## src/common/cam_display_pkg.sv

```systemverilog
// display path shared definitions
package cam_display_pkg;

    // frame buffer addressing
    localparam int PIX_ADDR_W = 17;               // enough for 320x240 = 76800
    localparam int CHANNEL_W  = 8;                // one output color channel

    // linear pixel address, row major over the stored image
    typedef logic [PIX_ADDR_W-1:0] pix_addr_t;

    // stored pixel layout, red in the top bits
    typedef struct packed {
        logic [4:0] red;                          // bits 15:11
        logic [5:0] green;                        // bits 10:5
        logic [4:0] blue;                         // bits 4:0
    } rgb565_t;

    // expanded output channel
    typedef logic [CHANNEL_W-1:0] channel_t;

    // what the output stage puts on the vga pins
    typedef enum logic {
        MODE_COLOR = 1'b0,                        // expanded rgb888
        MODE_GRAY  = 1'b1                         // gray on all three channels
    } display_mode_e;

    // luma weights, scaled by 256
    localparam int GRAY_W_R = 76;                 // ~0.299
    localparam int GRAY_W_G = 150;                // ~0.587
    localparam int GRAY_W_B = 30;                 // ~0.114

    // weights add up to 256, so the sum is normalized by this shift
    localparam int GRAY_SHIFT = 8;

endpackage

```

## src/source/output_select.sv

```systemverilog
// color or gray select and vga output registers
module output_select (
    input  logic                           clk_25_vga,
    input  logic                           arst_n,
    input  cam_display_pkg::display_mode_e mode,
    input  cam_display_pkg::channel_t      red,
    input  cam_display_pkg::channel_t      green,
    input  cam_display_pkg::channel_t      blue,
    input  cam_display_pkg::channel_t      gray,
    input  logic                           active_in,
    input  logic                           hsync_in,
    input  logic                           vsync_in,
    output cam_display_pkg::channel_t      vga_r,
    output cam_display_pkg::channel_t      vga_g,
    output cam_display_pkg::channel_t      vga_b,
    output logic                           vga_hsync,
    output logic                           vga_vsync,
    output logic                           vga_blank_n
);

    cam_display_pkg::display_mode_e mode_q;       // sampled every clock
    cam_display_pkg::channel_t      sel_r;
    cam_display_pkg::channel_t      sel_g;
    cam_display_pkg::channel_t      sel_b;

    always_comb begin
        sel_r = '0;                               // blank outside the active area
        sel_g = '0;
        sel_b = '0;
        if (active_in) begin
            case (mode_q)
                cam_display_pkg::MODE_GRAY: begin
                    sel_r = gray;
                    sel_g = gray;
                    sel_b = gray;
                end
                default: begin
                    sel_r = red;
                    sel_g = green;
                    sel_b = blue;
                end
            endcase
        end
    end

    // stage 4 registers on the pins
    always_ff @(posedge clk_25_vga or negedge arst_n) begin
        if (!arst_n) begin
            mode_q      <= cam_display_pkg::MODE_COLOR;
            vga_r       <= '0;
            vga_g       <= '0;
            vga_b       <= '0;
            vga_hsync   <= 1'b1;
            vga_vsync   <= 1'b1;
            vga_blank_n <= 1'b0;
        end else begin
            mode_q      <= mode;
            vga_r       <= sel_r;
            vga_g       <= sel_g;
            vga_b       <= sel_b;
            vga_hsync   <= hsync_in;
            vga_vsync   <= vsync_in;
            vga_blank_n <= active_in;             // blank travels with the data
        end
    end

endmodule

```

## config.mk

```make
export PLATFORM = sky130hd
export DESIGN_NAME = output_select
export DESIGN_NICKNAME = d
export VERILOG_FILES = /design/src/common/cam_display_pkg.sv /design/src/source/output_select.sv
export SDC_FILE = /design/constraint.sdc
export NUM_CORES = 1
export LEC_CHECK = 0
export BUFFER_PORTS_ARGS = -buffer_cell sky130_fd_sc_hd__buf_2
export CORE_MARGIN = 8
export CORE_UTILIZATION = 40
export DETAILED_ROUTE_END_ITERATION = 10
export PLACE_DENSITY_LB_ADDON = 0.1
export SYNTH_ARGS = -nofsm -noshare
export SYNTH_HDL_FRONTEND = slang
export SYNTH_SLANG_ARGS = --single-unit
```

## constraint.sdc

```tcl
create_clock -name clk_25_vga -period 1.25 [get_ports clk_25_vga]
set_clock_uncertainty 0.05 [all_clocks]
set_input_delay 0.125 -clock clk_25_vga [delete_from_list [all_inputs] [get_ports clk_25_vga]]
set_output_delay 0.125 -clock clk_25_vga [all_outputs]
set_load 0.05 [all_outputs]
```

* Word level (Yosys, flattened, before mapping) *
Cells that the tools add are included.

operators by class
  multiplexer cells = 6

operators with widths
  kind               number
  8-bit two-way mux  6

word-level totals
  register bits after elaboration = 28
  bits of input ports = 38
  word-level logic and storage cells = 13

* Logic depth before layout (Yosys ltp) *
  depth after elaboration = 2
  depth in mapped cells = 3
  mapped depth without buffers = 2

* Worst setup path after synthesis *
Ideal clock, no wire load.

  path kind = register to register
  start = register mode_q
  end = register vga_b[3]
  arrival = 803 ps
  data required time = 1127 ps
  path slack = 324 ps
  stages on the path, launching flop included = 4
  path buffers = 1
  path through = dfrtp_1 clkbuf_2 nand2b_1 a21boi_2

on the way
  cells in the longest elaborated chain, start to end = 2

RTL lines
  element                   line                 text
  start: declaration        output_select.sv:21  cam_display_pkg::display_mode_e mode_q;
  start signal: assignment  output_select.sv:49  mode_q <= cam_display_pkg::MODE_COLOR;
  start signal: assignment  output_select.sv:57  mode_q <= mode;
  8-bit two-way mux         output_select.sv:31  case (mode_q)
  8-bit two-way mux         output_select.sv:30  if (active_in) begin
  named net sel_b[3]        output_select.sv:24  cam_display_pkg::channel_t sel_b;
  end signal: assignment    output_select.sv:60  vga_b <= sel_b;
  end: declaration          output_select.sv:15  output cam_display_pkg::channel_t vga_b,

The timed path passes the listed nets, and every way through them passes these cells.

* Final worst setup path *
  start = register vga_vsync
  end = output vga_vsync

RTL lines
  element                   line                 text
  start: declaration        output_select.sv:17  output logic vga_vsync,
  start signal: assignment  output_select.sv:62  vga_vsync <= vsync_in;

No word-level cell between the ends.

==> qor.yml <==
row_count: 19
wl_per_cell_um: 13.77
cp_max_fo: 1
io_pins: 65
reg2reg_depth: 3
finalSetupViolCount: 0
critPathCapture: "vga_vsync"
drc_errors: 0
clkLatencyLatePin_ns: 0.33
rsz0062_at_grt: "no"
grt_pass1_wl_um: 4629
maxCapViolCount: 0
cts.path.max_buffers: 2
setup_tns_ns: 0
cts_root_buffer: "clkbuf_4"
track_usage_pct: 12.88
fin_crit_sh_pct: 95.59
ys.warnings.count: 0
peakVddDrop_uv: 746.6
cts_max_level: 1
cp_top_family: "flip-flops"
synth_cell_types: 10
path_cells: "buf_6"
fillers: 226
finalNonFillerCells: 213
syn-cell-area_um2: 1114
max_freq_ghz: 0.8370
finalCriticalPeriod_ns: 1.195
dp_hpwl_um: 1993
end_kind: "output port"
power_density_nw_per_um2: 1048
hold_viol_final: 0
crit_cells: 1
dp.cells: 181
cp-startpoint: "vga_vsync"
grt_pass1_vias: 995
maxSlewViolCount: 0
arrival_ns: 1.02
regArea_um2: 703.2
finalWeightedCongestion: 0.7405
synthCells: 89
critPathBufInv: 1
setup_slack_ns: 0.05519
vias: 948
antenna_found_initial: 0
multiInputGateArea_um2: 379.1
reg2reg_from: "mode_q"
clkSlewWorstSetupHoldPaths_ns: 0.15
coreArea_um2: 2710
relSlewSlack_pct: 60.20
antenna_cells: 0
avgViaCountPerCell: 4.451
cts_setup_buffers: 0
synth_nets: 127
start_util_pct: 41.09
place_ws_ns: 0.1731
avgSynthCellArea_um2: 12.51
rr_endpoint: "vga_g[7]"
die_h_um: 68.76
worstHoldPathType: "in2reg"
layout-drive-gt1-share_pct: 41.21
drtIter0Drc: 24
die_area_um2: 4728
ff2ff_setup_slack_ns: 0.12
power_mw: 1.860
overflow: 0
nets: 221
cts_buffers: 3
cts_tree: "yes"
drtAntennaViolNets: 0
drtPass1Iterations: 4
cp-start-kind: "flip-flop"
fin_util_pct: 65.51
area_growth_pct: 59.44
max_stage_delay_ns: 0.55
slowest_stage: "dfstp_2"
totalWireLength_um: 2932
crit_required_ns: 1.08
tightest_slew_ns: 0.5969
outcome: "finished clean"
portBuffers: 64
die_w_um: 68.76
ys_seq_area_share_pct: 63.15
min_delay_path_depth: 3
critPathKind: "reg2out"
clock-sinks: 28
p_leak_nw: 0.9261
ys_ff_latch: 28
grt_max_degree: 29
[cell families (layout without fill, tap and decap cells)]
kind of cell	count (synthesis)	after routing	synth area share, %
and+or+nand+nor	32	32	16.85
buffers and inverters	5	98	2.809
AOI/OAI and AO/OA	24	24	17.19
DFF	28	28	63.15
[worst min-delay path by stage]
stage / start / endpoint / slack (ns)
3_3_place_gp: arst_n / vga_g[6] / 0.12
5_1_grt: gray[2] / vga_r[2] / 0.01
2_1_floorplan: arst_n / mode_q / -0.22
6_report: gray[4] / vga_r[4] / 0.02
4_1_cts: gray[2] / vga_r[2] / 0.01
3_5_place_dp: arst_n / vga_g[7] / 0.13
[flip-flops by register name, indices dropped and copies added, names as in the netlist]
signal       count
vga_vsync        1
mode_q           1
vga_hsync        1
vga_g            8
vga_blank_n      1
vga_b            8
vga_r            8
[metal layers]
layer	part of all wire [%]	vias to the layer above	global-route usage [%]
li1	-	472	-
met1	39	438	13.59
met2	50	34	23.81
met3	9.8	4	3.231
met4	1.3	0	5.263
met5	0	-	0
[placed cells by master (no fill, tap or decap), drive strengths merged]
cell type	n
buf	66
dlygate4sd3	28
dfrtp	26
nand2b	24
a21boi	24
nand2	8
clkbuf	4
dfstp	2
[layout make-up]
class | instances | area share [%]
sequential | 28 | 39.61
timing repair buffer | 94 | 35.38
multi-input combinational | 56 | 21.35
tap | 31 | 2.185
clock buffer | 4 | 1.480
[what timing repair did]
action,in CTS,in global routing
pin swaps,0,0
resized for setup,2,2
setup endpoints to repair,2,2
endpoints found under the hold margin,53,0
hold buffers,28,0
[Yosys cell counts (all sizes together)]
library cell  number  area, um2
nand2b            24      157.6
dfrtp             26      650.6
clkbuf             2      10.01
dfstp              2      52.55
nand2              8      30.03
a21boi            24      191.4
buf                3      21.27
[power breakdown]
group	internal, mW	leakage [nW]	switching [mW]
sequential	0.961	0.357	0.0168
combinational	0.191	0.554	0.307
clock	0.125	0.0150	0.259
[metrics by stage]
stage               cell area [um2]  hold slack [ns]
floorplan                      1114          -0.2206
global placement               1456           0.1195
detailed placement             1456           0.1290
CTS                            1768         0.009547
global route                   1775          0.01168
finish                         1775          0.01581
No activity file was read; power rests on OpenSTA's default activity.
