`config.mk`:
```
export PLATFORM = sky130hd
export DESIGN_NAME = raster_timing
export DESIGN_NICKNAME = d
export VERILOG_FILES = /design/src/common/cam_display_pkg.sv /design/src/source/raster_timing.sv
export SDC_FILE = /design/constraint.sdc
export NUM_CORES = 1
export LEC_CHECK = 0
export ABC_AREA = 1
export BUFFER_PORTS_ARGS = -buffer_cell sky130_fd_sc_hd__buf_2
export CAP_MARGIN = 0
export CORE_ASPECT_RATIO = 1.2
export CORE_UTILIZATION = 40
export CTS_CLUSTER_DIAMETER = 80
export CTS_CLUSTER_SIZE = 10
export DETAILED_ROUTE_END_ITERATION = 16
export PLACE_DENSITY = 0.63
export SYNTH_ARGS = -nofsm -noshare
export SYNTH_HDL_FRONTEND = slang
export SYNTH_SLANG_ARGS = --single-unit
export TNS_END_PERCENT = 10
```
`constraint.sdc`:
```
create_clock -name clk_25_vga -period 2.15 [get_ports clk_25_vga]
set_clock_uncertainty 0.1 [all_clocks]
set_input_delay 0.1075 -clock clk_25_vga [delete_from_list [all_inputs] [get_ports clk_25_vga]]
set_output_delay 0.1075 -clock clk_25_vga [all_outputs]
set_load 0.05 [all_outputs]
```
`src/common/cam_display_pkg.sv`:
```
// display path shared definitions
package cam_display_pkg;

    // frame buffer addressing
    localparam int PIX_ADDR_W = 17;               // enough for 320x240 = 76800
    localparam int CHANNEL_W  = 8;                // one output color channel

    // linear pixel address, row major over the stored image
    typedef logic [PIX_ADDR_W-1:0] pix_addr_t;

    // stored pixel layout, red in the top bits
    typedef struct packed {
        logic [4:0] red;                          // bits 15:11
        logic [5:0] green;                        // bits 10:5
        logic [4:0] blue;                         // bits 4:0
    } rgb565_t;

    // expanded output channel
    typedef logic [CHANNEL_W-1:0] channel_t;

    // what the output stage puts on the vga pins
    typedef enum logic {
        MODE_COLOR = 1'b0,                        // expanded rgb888
        MODE_GRAY  = 1'b1                         // gray on all three channels
    } display_mode_e;

    // luma weights, scaled by 256
    localparam int GRAY_W_R = 76;                 // ~0.299
    localparam int GRAY_W_G = 150;                // ~0.587
    localparam int GRAY_W_B = 30;                 // ~0.114

    // weights add up to 256, so the sum is normalized by this shift
    localparam int GRAY_SHIFT = 8;

endpackage

```
`src/source/raster_timing.sv`:
```
// vga raster timing and frame buffer read address
module raster_timing #(
    parameter int H_ACTIVE = 640,
    parameter int H_FRONT  = 16,
    parameter int H_SYNC   = 96,
    parameter int H_BACK   = 48,
    parameter int V_ACTIVE = 480,
    parameter int V_FRONT  = 10,
    parameter int V_SYNC   = 2,
    parameter int V_BACK   = 33
) (
    input  logic                      clk_25_vga,
    input  logic                      arst_n,
    output cam_display_pkg::pix_addr_t rd_addr,   // address of the registered position
    output logic                      active,     // inside the visible area
    output logic                      hsync,      // active low
    output logic                      vsync       // active low
);

    localparam int H_TOTAL = H_ACTIVE + H_FRONT + H_SYNC + H_BACK;
    localparam int V_TOTAL = V_ACTIVE + V_FRONT + V_SYNC + V_BACK;
    localparam int H_W     = $clog2(H_TOTAL);
    localparam int V_W     = $clog2(V_TOTAL);

    // sized counter limits
    localparam logic [H_W-1:0] H_LAST     = H_W'(H_TOTAL - 1);
    localparam logic [H_W-1:0] H_ACT      = H_W'(H_ACTIVE);
    localparam logic [H_W-1:0] H_SYNC_BEG = H_W'(H_ACTIVE + H_FRONT);
    localparam logic [H_W-1:0] H_SYNC_END = H_W'(H_ACTIVE + H_FRONT + H_SYNC);
    localparam logic [V_W-1:0] V_LAST     = V_W'(V_TOTAL - 1);
    localparam logic [V_W-1:0] V_ACT      = V_W'(V_ACTIVE);
    localparam logic [V_W-1:0] V_SYNC_BEG = V_W'(V_ACTIVE + V_FRONT);
    localparam logic [V_W-1:0] V_SYNC_END = V_W'(V_ACTIVE + V_FRONT + V_SYNC);

    // stored image is half the screen in each direction
    localparam cam_display_pkg::pix_addr_t IMG_PIXELS =
        cam_display_pkg::pix_addr_t'((H_ACTIVE / 2) * (V_ACTIVE / 2));

    logic [H_W-1:0]             h_cnt;            // current column
    logic [V_W-1:0]             v_cnt;            // current line
    cam_display_pkg::pix_addr_t addr_cnt;         // address of (h_cnt, v_cnt)
    cam_display_pkg::pix_addr_t line_base;        // first address of the image row
    logic                       in_active;

    assign in_active = (h_cnt < H_ACT) && (v_cnt < V_ACT);

    always_ff @(posedge clk_25_vga or negedge arst_n) begin
        if (!arst_n) begin
            h_cnt     <= '0;                      // start at top left of a frame
            v_cnt     <= '0;
            addr_cnt  <= '0;
            line_base <= '0;
        end else begin
            if (h_cnt == H_LAST) begin
                h_cnt <= '0;
                if (v_cnt == V_LAST) begin
                    v_cnt     <= '0;              // frame wrap
                    addr_cnt  <= '0;
                    line_base <= '0;
                end else begin
                    v_cnt <= v_cnt + 1'b1;
                    if (!v_cnt[0]) begin
                        addr_cnt <= line_base;    // even line, repeat the image row
                    end else begin
                        line_base <= addr_cnt;    // odd line done, next row starts here
                    end
                end
            end else begin
                h_cnt <= h_cnt + 1'b1;
                if (in_active && h_cnt[0]) begin
                    addr_cnt <= addr_cnt + 1'b1;  // step every second column
                end
            end
        end
    end

    // stage 1 outputs
    always_ff @(posedge clk_25_vga or negedge arst_n) begin
        if (!arst_n) begin
            rd_addr <= '0;
            active  <= 1'b0;
            hsync   <= 1'b1;                      // syncs idle high
            vsync   <= 1'b1;
        end else begin
            rd_addr <= addr_cnt;
            active  <= in_active;
            hsync   <= !((h_cnt >= H_SYNC_BEG) && (h_cnt < H_SYNC_END));
            vsync   <= !((v_cnt >= V_SYNC_BEG) && (v_cnt < V_SYNC_END));
        end
    end

    // the increment scheme must never run past the stored image
    assert property (@(posedge clk_25_vga) disable iff (!arst_n)
        active |-> (rd_addr < IMG_PIXELS))
        else $error("raster read address outside the image");

endmodule

```
== Word level (Yosys, flattened, before mapping) ==
Cells that the tools add are included.
Operators by class
  $add $sub $neg: 3
  magnitude comparators: 6
  equality and inequality tests: 2
  muxes and demuxes: 6
  reduce and logical (&&, ||, !) cells: 7
Operators with widths (number)
  $mux W17: 4
  $add A10 B1 Y10 const B: 2
  $eq A10 B10 Y1 const B: 2
  $lt A10 B10 Y1 const B: 2
  $lt A10 B9 Y1 const B: 2
  $mux W10: 2
  $add A17 B1 Y17 const B: 1
  $ge A10 B10 Y1 const B: 1
  $ge A10 B9 Y1 const B: 1
  $logic_and A1 B1 Y1: 4
  $logic_not A1 Y1: 2
  $reduce_bool A2 Y1: 1
Storage, ports and cells
  register bits: 74
  input port bits: 2
  output and inout bits: 20

== Longest topological paths before layout ==
  word-level depth: 5
  depth in mapped cells: 11
  mapped depth without buffers: 9

== Least setup slack after synthesis ==
No wires, ideal clock.
  path type: register to register
  start point: reg v_cnt[0]
  end point: reg addr_cnt[9]
  data arrival time: 1.467 ns
  required time: 1.934 ns
  path slack: 0.467 ns
  stages on the path, launching flop included: 12
  path buffers: 2
  period minus slack after synthesis: 1.683 ns
  path through: dfrtp_1 buf_2 inv_1 ha_1 inv_1 nor2_1 nand4_1 buf_4 nand3_1 nand2_1 nand2_1 nand2_1
On the way
  word-level cells in the longest chain between the ends: 4
RTL lines
  start, declared: line raster_timing.sv:40  | logic [V_W-1:0] v_cnt;
  start signal, assigned: line raster_timing.sv:61  | v_cnt <= v_cnt + 1'b1;
  $lt A10 B9 Y1: line raster_timing.sv:45  | assign in_active = (h_cnt < H_ACT) && (v_cnt < V_ACT);
  $logic_and A1 B1 Y1: line raster_timing.sv:45
  $logic_and A1 B1 Y1: line raster_timing.sv:70  | if (in_active && h_cnt[0]) begin
  $reduce_bool A2 Y1 (no line)
  end signal, assigned: line raster_timing.sv:63  | addr_cnt <= line_base;
  end signal, assigned: line raster_timing.sv:71  | addr_cnt <= addr_cnt + 1'b1;
  end, declared: line raster_timing.sv:41  | cam_display_pkg::pix_addr_t addr_cnt;
Parallel ways exist; a longest one is shown, timed or not.
A chain may end at the register's enable or synchronous reset.

== Final worst setup path ==
  start point: reg h_cnt[0]
  end point: reg addr_cnt[5]
On the way
  word-level cells in the longest chain between the ends: 4
RTL lines
  start, declared: line raster_timing.sv:39  | logic [H_W-1:0] h_cnt;
  start signal, assigned: line raster_timing.sv:69  | h_cnt <= h_cnt + 1'b1;
  $lt A10 B10 Y1: line raster_timing.sv:45
  $logic_and A1 B1 Y1: line raster_timing.sv:45
  $logic_and A1 B1 Y1: line raster_timing.sv:70
  $reduce_bool A2 Y1 (no line)
Parallel ways exist; a longest one is shown, timed or not.

==> flow_summary.ini <==
[synth]
post-synth-top-count-cell = nand2_1
synthAdderAreaFrac_pct = 1.68
yosysSeqAreaShare_pct = 49.7
synth_warnings = 0
yosys.area_share.simple_pct = 27.1
synth_top_cells_by_area = dfrtp_1 (48%), nand2_1 (11%), inv_1 (6.1%)
synth_top_area_cell = dfrtp_1
synth_edf_count = 0
yosys.area_share.xor_xnor_pct = 2.82
synthCells = 463
synth_top_family_by_area = simple AND/OR/NAND/NOR gates
synth_compound_area_share_pct = 9.83
synth_top_flop_cell = dfrtp_1
synthMuxAreaShare_pct = 0
ys_ff_latch = 74
syn_nets = 470
avgSynthCellArea_sq_um = 8.06
syn-cell-area_sq_um = 3730
yosys-top-cells-count = nand2_1 (109), dfrtp_1 (72), inv_1 (61), nor2_1 (53), o21ai_0 (45)
yosysUniqueCellTypes = 33
synthArstFlopShare_pct = 100
synth_top_area_share_pct = 48.3

[pwr]
power_density_nw_per_um2 = 692
switching_power_mw = 0.543
ir_drop_mv = 0.291
p_leak_nw = 2.17
p_clk_share_pct = 51.7
internal_power_mw = 2.40
power_frac_comb_pct = 1.1
swShare_pct = 18.4
pwr-share-seq_pct = 47.2

[global_route]
grt_max_degree = 41
grt-ovfl-total = 0
antenna_found_initial = 0
grt_pass1_wl_mm = 13.8
grt_pass1_vias = 3029
track_usage_pct = 17.9

[floorplanning]
initial_core_util_pct = 41.3
fp-row-count = 38
die_area_sq_um = 9720
io_pins = 22
core_area_sq_um = 9030
die_h_microns = 108
die_w_microns = 90.2

[critical_path]
critPathLaunchType = register
worstPathRequired_ns = 2.29
setup.worst_path.end_class = register
critical_path_class = register to register
cp.arrival_ns = 2.13
crit_fanout = 20

[timing]
finalSetupTns_ns = 0
setup_viol = 0
slew_violations = 0
fin_crit_sh_pct = 92.5
rsz0062_at_grt = false
worst_pin_slew_ns = 0.519
fmax_mhz = 503
finalCriticalPeriod_ns = 1.99
maxSlewHeadroom_pct = 65.4
hold_viol = 0

[final_layout]
area_delta_synth_final_pct = 14.2
n_antenna_cell = 0
final_cell_area_sq_um = 4260
fin_nets = 496
drive_gt1_share_pct = 12.3

[placed_design]
dp.final_hpwl_mm = 5.23
port-buffer-count = 21
place.gp.congestion = 0.860
placed_area_sq_um = 3970

[routing]
routedWlPerCell_microns = 12.6
wl_met2_mm = 3.75
vias = 3052
met1_length_mm = 3.57
ant_nets = 0
drt-initial-drc-count = 112
wl_met3_microns = 267
remaining_drc_errors = 0
viasPerCell = 4.97
first_pass_iters = 5
top_layer_used = met4
totalWireLength_mm = 7.73

[clock_network]
clock_path_buffers = 2
cts_tree = yes
clkSinkCount = 74
numCtsBuffers = 9
clk_latency_ns = 0.35
cts_setup_buffers = 0
clock_tree.root_cell = clkbuf_8
htreeDepth = 3
clk_pin_slew_ns = 0.08

[flow_run]
drv_cap = 0

[outcome]
outcome = complete, no violations

[hold_path]
holdCritPathClass = input port to asynchronous set/reset pin
[per-stage QoR]
step                      worst slack (ns)  total power, mW  std cells  utilization, %  hold WS (ns)
after floorplan                      0.467             1.42        463               -        -0.288
after global placement               0.247             1.45        597            43.9        0.0213
after detailed placement             0.201             1.45        597            43.9        0.0198
after CTS                            0.173             2.98        614            47.1         0.181
after global routing              0.000707             3.04        614            47.1         0.209
final                                0.160             2.95        614            47.1         0.172
[power by group through the flow]
stage,Clock (mW),Sequential [mW],Combinational [mW]
4_1_cts,1.55,1.39,0.0355
3_3_place_gp,0,1.42,0.0339
3_5_place_dp,0,1.42,0.0342
2_1_floorplan,0,1.42,0.000000960
5_1_grt,1.61,1.39,0.0397
6_report,1.52,1.39,0.0328
[flip-flops by register name (all words and copies together), names as in the netlist]
name       flops
h_cnt         10
vsync          1
rd_addr       17
v_cnt         10
line_base     17
active         1
addr_cnt      17
hsync          1
[path summary, 6_finish.rpt]
| path | endpoint | cells past startpoint | slack (ns) | from |
|---|---|---|---|---|
| min in group clk_25_vga | rd_addr[16] | 0 | 0.38 | addr_cnt[16] |
| hold / removal | addr_cnt[8] | 2 | 0.17 | arst_n |
| max in group asynchronous | vsync | 3 | 1.15 | arst_n |
| setup / recovery | addr_cnt[5] | 8 | 0.16 | h_cnt[0] |
| setup reg to reg | addr_cnt[5] | 8 | 0.16 | h_cnt[0] |
| hold reg to reg | rd_addr[16] | 0 | 0.38 | addr_cnt[16] |
[cell type report]
type	instances	area (sq um)
fillers	871	4770
flip-flops and latches	74	1850
multi-input cells	310	1550
inverters	67	260
repair buffers	27	168
clock inverters	5	150
well taps	120	150
clock buffers	11	131
[logic make-up after synthesis]
family                   count (synthesis)
AO/OA/AOI/OAI                           67
XOR/XNOR                                12
adder cells (fa/ha/maj)                  5
buffers and inverters                   79
flip-flops                              74
AND/OR/NAND/NOR                        226
[layout by cell type, fill, tap and decap left out]
cell,netlist,final
xnor2_1,5,5
buf_12,0,1
clkbuf_8,0,9
inv_1,61,61
nor2_1,53,53
bufinv_16,0,5
nand2_4,1,1
nand2_1,109,109
nand3_2,3,3
o21bai_1,5,5
dfrtp_1,72,72
xor2_1,7,7
a31oi_1,3,3
buf_4,2,5
or2_1,1,1
nand2_2,1,1
nor2_4,2,2
buf_2,5,20
dfstp_2,2,2
nand3b_1,1,1
inv_8,0,1
clkbuf_1,3,2
nand4_2,1,1
nand3_4,2,2
nand3_1,40,40
clkinv_2,1,1
a21oi_1,10,10
nand4_1,8,8
o21ai_0,45,45
inv_2,4,4
dlygate4sd3_1,0,1
a31oi_2,2,2
o21ai_1,2,2
nor2_2,1,1
ha_1,5,5
nor3_1,3,3
[worst max-delay path, cell delays in order (launching register included)]
cell      delay [ns]
dfrtp_1         0.39
ha_1            0.25
nand3_4         0.13
clkinv_2        0.11
nand3_4         0.22
nand2_4         0.30
inv_1           0.22
nand2_1         0.10
nand2_1         0.05
[timing repair]
| action | 4_1_cts | 5_1_grt |
|---|---|---|
| gates resized for setup | 0 | 1 |
| hold endpoints to repair | 39 | 0 |
| hold buffers | 1 | 0 |
| endpoints found under the setup margin | 0 | 2 |
[metal layers]
metal  vias to the layer above  GRT usage, %
met2                        65          30.7
met1                      1455          21.8
met3                        13          4.03
met4                         0          7.37
li1                       1519             -
met5                         -             0
No activity file was read; power rests on OpenSTA's default activity.
