File: config.mk
export PLATFORM = sky130hd
export DESIGN_NAME = pixel_color
export DESIGN_NICKNAME = d
export VERILOG_FILES = /design/src/common/cam_display_pkg.sv /design/src/source/pixel_color.sv
export SDC_FILE = /design/constraint.sdc
export NUM_CORES = 1
export LEC_CHECK = 0
export ABC_AREA = 1
export BUFFER_PORTS_ARGS = -buffer_cell sky130_fd_sc_hd__buf_2
export CORE_AREA = 2 2 117 85
export CTS_BUF_LIST = sky130_fd_sc_hd__clkbuf_8
export CTS_CLUSTER_DIAMETER = 50
export DETAILED_ROUTE_END_ITERATION = 8
export DIE_AREA = 0 0 119 87
export PLACE_DENSITY_LB_ADDON = 0.15
export SKIP_CTS_REPAIR_TIMING = 1
export SLEW_MARGIN = 20
export SYNTH_ARGS = -nofsm -noshare
export SYNTH_HDL_FRONTEND = slang
export SYNTH_SLANG_ARGS = --single-unit
File: constraint.sdc
create_clock -name clk_25_vga -period 0.8 [get_ports clk_25_vga]
set_input_delay 0.2 -clock clk_25_vga [delete_from_list [all_inputs] [get_ports clk_25_vga]]
set_output_delay 0.2 -clock clk_25_vga [all_outputs]
set_load 0.02 [all_outputs]
File: src/common/cam_display_pkg.sv
// display path shared definitions
package cam_display_pkg;

    // frame buffer addressing
    localparam int PIX_ADDR_W = 17;               // enough for 320x240 = 76800
    localparam int CHANNEL_W  = 8;                // one output color channel

    // linear pixel address, row major over the stored image
    typedef logic [PIX_ADDR_W-1:0] pix_addr_t;

    // stored pixel layout, red in the top bits
    typedef struct packed {
        logic [4:0] red;                          // bits 15:11
        logic [5:0] green;                        // bits 10:5
        logic [4:0] blue;                         // bits 4:0
    } rgb565_t;

    // expanded output channel
    typedef logic [CHANNEL_W-1:0] channel_t;

    // what the output stage puts on the vga pins
    typedef enum logic {
        MODE_COLOR = 1'b0,                        // expanded rgb888
        MODE_GRAY  = 1'b1                         // gray on all three channels
    } display_mode_e;

    // luma weights, scaled by 256
    localparam int GRAY_W_R = 76;                 // ~0.299
    localparam int GRAY_W_G = 150;                // ~0.587
    localparam int GRAY_W_B = 30;                 // ~0.114

    // weights add up to 256, so the sum is normalized by this shift
    localparam int GRAY_SHIFT = 8;

endpackage

File: src/source/pixel_color.sv
// rgb565 expansion and gray value
module pixel_color (
    input  logic                      clk_25_vga,
    input  logic                      arst_n,
    input  cam_display_pkg::rgb565_t  pixel,
    input  logic                      active_in,
    input  logic                      hsync_in,
    input  logic                      vsync_in,
    output cam_display_pkg::channel_t red,
    output cam_display_pkg::channel_t green,
    output cam_display_pkg::channel_t blue,
    output cam_display_pkg::channel_t gray,
    output logic                      active,
    output logic                      hsync,
    output logic                      vsync
);

    // 255 * 256 fits, one spare bit on top
    typedef logic [16:0] sum_t;

    cam_display_pkg::channel_t red_x;
    cam_display_pkg::channel_t green_x;
    cam_display_pkg::channel_t blue_x;
    sum_t                      gray_sum;
    cam_display_pkg::channel_t gray_x;

    // msbs copied into the low bits, full scale maps to 255
    assign red_x   = {pixel.red,   pixel.red[4:2]};
    assign green_x = {pixel.green, pixel.green[5:4]};
    assign blue_x  = {pixel.blue,  pixel.blue[4:2]};

    // weighted sum on the expanded channels
    assign gray_sum = sum_t'(cam_display_pkg::GRAY_W_R) * sum_t'(red_x)
                    + sum_t'(cam_display_pkg::GRAY_W_G) * sum_t'(green_x)
                    + sum_t'(cam_display_pkg::GRAY_W_B) * sum_t'(blue_x);

    assign gray_x = cam_display_pkg::channel_t'(gray_sum >> cam_display_pkg::GRAY_SHIFT);

    // stage 3 data
    always_ff @(posedge clk_25_vga) begin
        red   <= red_x;
        green <= green_x;
        blue  <= blue_x;
        gray  <= gray_x;
    end

    // stage 3 flags
    always_ff @(posedge clk_25_vga or negedge arst_n) begin
        if (!arst_n) begin
            active <= 1'b0;
            hsync  <= 1'b1;
            vsync  <= 1'b1;
        end else begin
            active <= active_in;
            hsync  <= hsync_in;
            vsync  <= vsync_in;
        end
    end

endmodule

After elaboration in Yosys (flattened, before gate mapping)
Index checks and enable logic that the tools add are counted.
Widths: inputs -> output; s select.
{ "totals": {"regBits": 35, "inputBits": 21, "output_inout_bits": 35, "word_cells": 12} }
{ "op_classes": {"add_sub_neg": 2, "multipliers": 3} }
{ "ops": {"columns": ["op", "count"], "rows": [
  ["$add 15x16->16", 1],
  ["$add 16x13->16", 1],
  ["$mul 7x8->15 const A", 1],
  ["$mul 5x8->13 const A", 1],
  ["$mul 4x8->12 const A", 1]
]} }

Logic depth before layout (Yosys ltp)
Gate-level depths: netlist (run 1).
{ "logic_depth": {"ltp_word": 3, "ltp_mapped": 25, "ltp_nobuf": 25} }

Worst setup path before layout (run 1)
OpenSTA, ideal clock, no wires.
{ "synth_path": {"path_type": "in2reg", "start": "input port pixel[7] (netlist bit)", "end": "register gray[7]", "setup_time_ns": 0.112, "t_arrival_ns": 4.117, "required_ns": 0.688, "path_slack_ns": -3.429, "cell_stages": 23, "path_buffers": 0, "path_cell_list": "ha_1 > ha_1 > inv_1 > fa_1 > fa_1 > inv_1 > ha_1 > nand2_1 > inv_1 > a21oi_1 > nand2_1 > xnor2_1 > fa_1 > inv_1 > ha_1 > a21oi_1 > nand2_1 > nand2_1 > nand3_1 > nor2_1 > inv_1 > nand2_1 > nand2_1"} }
{ "synth_between": {"elab_chain_cells": 3} }
{ "synth_rtl": {"columns": ["element", "line_no", "source"], "rows": [
  ["start, declared", "pixel_color.sv:5", "input cam_display_pkg::rgb565_t pixel,"],
  ["$mul 7x8->15", "pixel_color.sv:34", "+ sum_t'(cam_display_pkg::GRAY_W_G) * sum_t'(green_x)"],
  ["$add 15x16->16", "pixel_color.sv:34", null],
  ["$add 16x13->16", "pixel_color.sv:35", "+ sum_t'(cam_display_pkg::GRAY_W_B) * sum_t'(blue_x);"],
  ["net gray_sum[15]", "pixel_color.sv:24", "sum_t gray_sum;"],
  ["end signal, assigned", "pixel_color.sv:44", "gray <= gray_x;"],
  ["end, declared", "pixel_color.sv:12", "output cam_display_pkg::channel_t gray,"]
]} }
The timed path passes the listed nets, and every way through them passes these cells.

Final worst setup path (run 1)
Ends and elaborated chain as after synthesis.

==> reports/metrics.yaml, run 1 <==
outcome: "complete, but fails checks"
violations: "negative setup slack"
setup_ws_ns: -3.01
synth-edff-count: 0
h-tree-depth: 1
hold_viol: 0
cp_data_arrival_time_ns: 4.02
track_usage: 0.199
syn_area_um2: 4080
top_usage_layer: "met2"
cts_root_buffer: "clkbuf_8"
hold_path.class: "in2reg"
critPathLaunchType: "primary input"
ios: 56
crit_path_frequent_cell: "nand2_1"
chipHeight_um: 87
core.rowCount: 30
setup_viol: 43
met2_usage: 0.322
first_iter_violations: 98
ys.flop_type: "dfxtp_1"
utilization: 0.674
crit_fanout: 5
num_vias: 3894
tightest_slew_ns: 0.374
drt-total-wl_um: 10900
routedWlPerCell_um: 13.3
syn_inst: 524
crit_type: "in2reg"
cts.clk_slew.worst_paths_ns: 0.10
maxCapViolations: 0
avgSynthCellArea_um2: 7.78
netlist.area_leader.share: 0.264
cts_sinks: 27
synth_area_leaders: "ha_1 26%, fa_1 17%, dfxtp_1 12%, inv_1 11%, nand2_1 9.3%"
rsz0062_at_grt: "true"
yosys.area.top_type: "ha_1"
die-area_um2: 10400
synth_seq_cells: 27
synth-warning-count: 0
grt.met1_usage: 0.292
hpwlAfterDp_um: 8800
drive_above_1_share: 0.456
drc_errors: 0
overflow: 0
firstDrtPassIters: 4
syn_nets: 665
max_stage_delay_ns: 0.50
ys_types: 27
final_nets: 829
vias_per_cell: 4.78
required_ns: 1.00
cts_tree: "yes"
drv_slew: 0
max-slew-margin-rel: 0.748
start_util: 0.436
period_minus_slack_ns: 3.81
cts_max_path_buffers: 2
fillers: 738
grt_pass1_vias: 3591
grt_pass1_wl_um: 16500
yosysSeqAreaShare: 0.137
final_antenna_net_count: 0
fmax_mhz: 262
port_buffers: 55
fin_crit_sh: 4.77
diodes: 0
core_um2: 9350
crit_slowest_cell: "fa_1"
place.gp.congestion: 0.908
async_reset_ff_frac: 0.111
grt_max_degree: 17
areaGrowthSynthToFinish_pct: 54.4
gr-usage-met3: 0.0268
antenna_found_initial: 0
die_x_um: 119
cts_made_buffers: 3
end_kind: "register"
[through the flow]
| step | setup slack, ns | hold slack, ns | std cells | setup TNS, ns | area, um2 |
|---|---|---|---|---|---|
| after global placement | -3.32 | -0.00808 | 801 | -25.71 | 5490 |
| after CTS | -3.02 | -0.330 | 805 | -30.54 | 5540 |
| after global routing | -3.19 | 0.00157 | 815 | -31.13 | 6300 |
| after floorplan | -2.99 | -0.0956 | 524 | -22.67 | 4350 |
| final | -3.01 | 0.0114 | 815 | -29.18 | 6300 |
| after detailed placement | -3.35 | -0.00246 | 801 | -26.06 | 5490 |
[final cells by class]
cell class	count	area [um2]	area share
repair buffers	167	1370	0.218
clock buffers	3	41.3	0.00656
flip-flops and latches	27	587	0.0932
inverters	119	454	0.0721
clock inverters	1	7.51	0.00119
multi-input cells	370	3680	0.584
well taps	128	160	0.0254
[state kept, by name, summed over array words and instances (netlist names)]
signal  flops
gray        8
blue        5
hsync       1
green       6
red         5
vsync       1
active      1
[Yosys cell counts (3+ instances only)]
cell and number:
a21o_1 3, a21oi_1 31, buf_4 8, dfxtp_1 24, fa_1 34, ha_1 86
inv_1 119, nand2_1 101, nand2_2 3, nand3_1 28, nand4_1 6, nor2_1 25
nor3_1 3, o21ai_0 8, o21ai_2 4, o21bai_1 4, xnor2_1 9, xor2_1 16
[critical path, delay by kind of cell]
kind / cells / cell delay [ns]
buffers and inverters: 7 / 0.46
AOI/OAI and AO/OA: 1 / 0.12
and+or+nand+nor: 12 / 0.92
adders and majority gates: 7 / 2.29
[path summary, 6_finish.rpt]
kind,startpoint,to,slack (ns),depth (start not counted)
worst max-delay path,pixel[7],gray[7],-3.01,27
worst min-delay path,active_in,active,0.01,1
max in group asynchronous,arst_n,hsync,0.40,2
min in group asynchronous,arst_n,active,0.21,2
[cells by family (layout without fill, tap and decap cells)]
| family | Yosys count | after routing | synth area share |
|---|---|---|---|
| and+or+nand+nor | 170 | 170 | 0.178 |
| xor gates and xnor gates | 25 | 25 | 0.0537 |
| adders and majority gates | 120 | 120 | 0.431 |
| AOI/OAI and AO/OA | 55 | 55 | 0.0770 |
| buffers and inverters | 127 | 290 | 0.124 |
| DFF | 27 | 27 | 0.137 |
[per-layer routing]
layer  share of wire  vias up  wire length [um]
li1                -     1981                 -
met1            0.49     1818              5360
met3           0.039       12               427
met2            0.46       83              4940
met4           0.011        0               123
met5               0        -                 0
[cell usage in the layout (no fill, tap or decap), types with 15 or more instances in the layout]
| master | synthesis | routed |
|---|---|---|
| buf_6 | 0 | 38 |
| buf_4 | 8 | 108 |
| inv_1 | 119 | 102 |
| inv_2 | 0 | 15 |
| buf_2 | 0 | 16 |
| dfxtp_2 | 0 | 23 |
| nand2_1 | 101 | 78 |
| nand3_1 | 28 | 25 |
| ha_4 | 0 | 25 |
| nand2_2 | 3 | 19 |
| ha_1 | 86 | 61 |
| fa_1 | 34 | 33 |
Power of run 1 is left out: the tool's default activity adds up to more than one toggle a clock period on the data nets, which glitch-free logic cannot reach.
==> run 2: changes to the inputs <==
==> constraint.sdc (replaced) <==
create_clock -name clk_25_vga -period 0.8 [get_ports clk_25_vga]
set_input_delay 0.16 -clock clk_25_vga [delete_from_list [all_inputs] [get_ports clk_25_vga]]
set_output_delay 0.16 -clock clk_25_vga [all_outputs]
set_load 0.02 [all_outputs]
==> reports/metrics.yaml, run 2 (synthesis gave the netlist of run 1 again) <==
tightest_slew_ns: 0.374
mostFrequentLayoutCell: "buf_4"
place.gp.congestion: 0.908
diodes: 0
track_usage: 0.199
drc_errors: 0
rsz0062_at_grt: "true"
multiInputGateArea_um2: 3680
hold_viol: 0
routedWlPerCell_um: 13.3
core_um2: 9350
final_cell_area_um2: 6310
largest_register_ffs: 8
h-tree-depth: 1
firstDrtPassIters: 4
antenna_found_initial: 0
top_regs: "gray: 8 flops, green: 6 flops"
placed_area_um2: 5490
drt-total-wl_um: 10900
required_ns: 1.00
fmax_mhz: 265
grt_pass1_vias: 3591
cts_root_buffer: "clkbuf_8"
crit_fanout: 5
cts_made_buffers: 3
areaGrowthSynthToFinish_pct: 54.7
cts_max_path_buffers: 2
overflow: 0
num_vias: 3867
cts_tree: "yes"
vias_per_cell: 4.74
core.rowCount: 30
cp_data_arrival_time_ns: 3.98
fillers: 737
drive_above_1_share: 0.455
chipHeight_um: 87
setup_viol: 43
hpwlAfterDp_um: 8800
violations: "negative setup slack"
cts.clk_slew.worst_paths_ns: 0.12
max-slew-margin-rel: 0.748
top_register: "gray"
end_kind: "register"
cts_sinks: 27
maxCapViolations: 0
first_iter_violations: 85
final_nets: 830
mostFrequentLayoutCells: "108 x buf_4, 102 x inv_1, 78 x nand2_1, 61 x ha_1, 38 x buf_6"
place_ws_ns: -3.31
grt_pass1_wl_um: 16500
drv_slew: 0
final_antenna_net_count: 0
hold_path_end: "blue[3]"
die_x_um: 119
worstHoldStart: "pixel[0]"
start_util: 0.436
critPathLaunchType: "primary input"
hold_path.class: "in2reg"
crit_type: "in2reg"
whs_path_depth: 1
die-area_um2: 10400
port_buffers: 55
setup_ws_ns: -2.97
fin_crit_sh: 4.72
regArea_um2: 587
ios: 56
grt_max_degree: 17
period_minus_slack_ns: 3.77
outcome: "complete, but fails checks"
-- run 2: cell count changes in the layout (fill, tap and decap cells not counted) --
cell,change
dlygate4sd3_1,+1
-- run 2: worst max path at each step --
stage,from,end,depth (start not counted)
after floorplan,pixel[7],gray[6],21
after global placement,pixel[8],gray[7],24
after detailed placement,pixel[8],gray[7],23
after CTS,pixel[1],gray[7],22
after global routing,pixel[7],gray[7],25
final,pixel[7],gray[7],27
-- run 2: stage by stage --
step	setup TNS [ns]	instances	hold slack [ns]	util
finish	-27.45	816	0.00785	0.675
CTS	-28.82	805	-0.370	0.592
floorplan	-22.35	524	-0.136	-
global route	-29.41	816	0.00640	0.675
detailed placement	-25.66	801	-0.0425	0.587
global placement	-25.31	801	-0.0481	0.587
-- run 2: critical path, stage by stage --
cell     delay [ns]
buf_8          0.10
ha_4           0.23
ha_4           0.25
inv_2          0.03
fa_1           0.44
fa_1           0.50
inv_2          0.04
ha_4           0.24
nand2_4        0.08
inv_2          0.05
a21oi_2        0.12
nand2_2        0.09
buf_4          0.14
nand2_1        0.09
nand2_1        0.06
nand2_1        0.06
nand2_1        0.06
ha_1           0.29
ha_1           0.34
nand2_1        0.13
inv_1          0.06
nand2_1        0.07
nand3_1        0.08
nor2_2         0.10
inv_1          0.04
nand2_1        0.05
nand2_1        0.04
-- run 2: area by class of cell --
class,instances,area share
Clock inverter,1,0.00119
Multi-Input combinational cell,370,0.583
Inverter,119,0.0720
Clock buffer,3,0.00655
Tap cell,128,0.0254
Timing Repair Buffer,168,0.219
Sequential cell,27,0.0930
-- run 2: per-layer routing --
layer / vias up / wire [um] / global-route usage
li1: 1983 / - / -
met1: 1804 / 5410 / 0.292
met2: 67 / 4960 / 0.322
met3: 13 / 387 / 0.0268
met4: 0 / 119 / 0.0271
met5: - / 0 / 0
Power of run 2 is left out for the same reason.
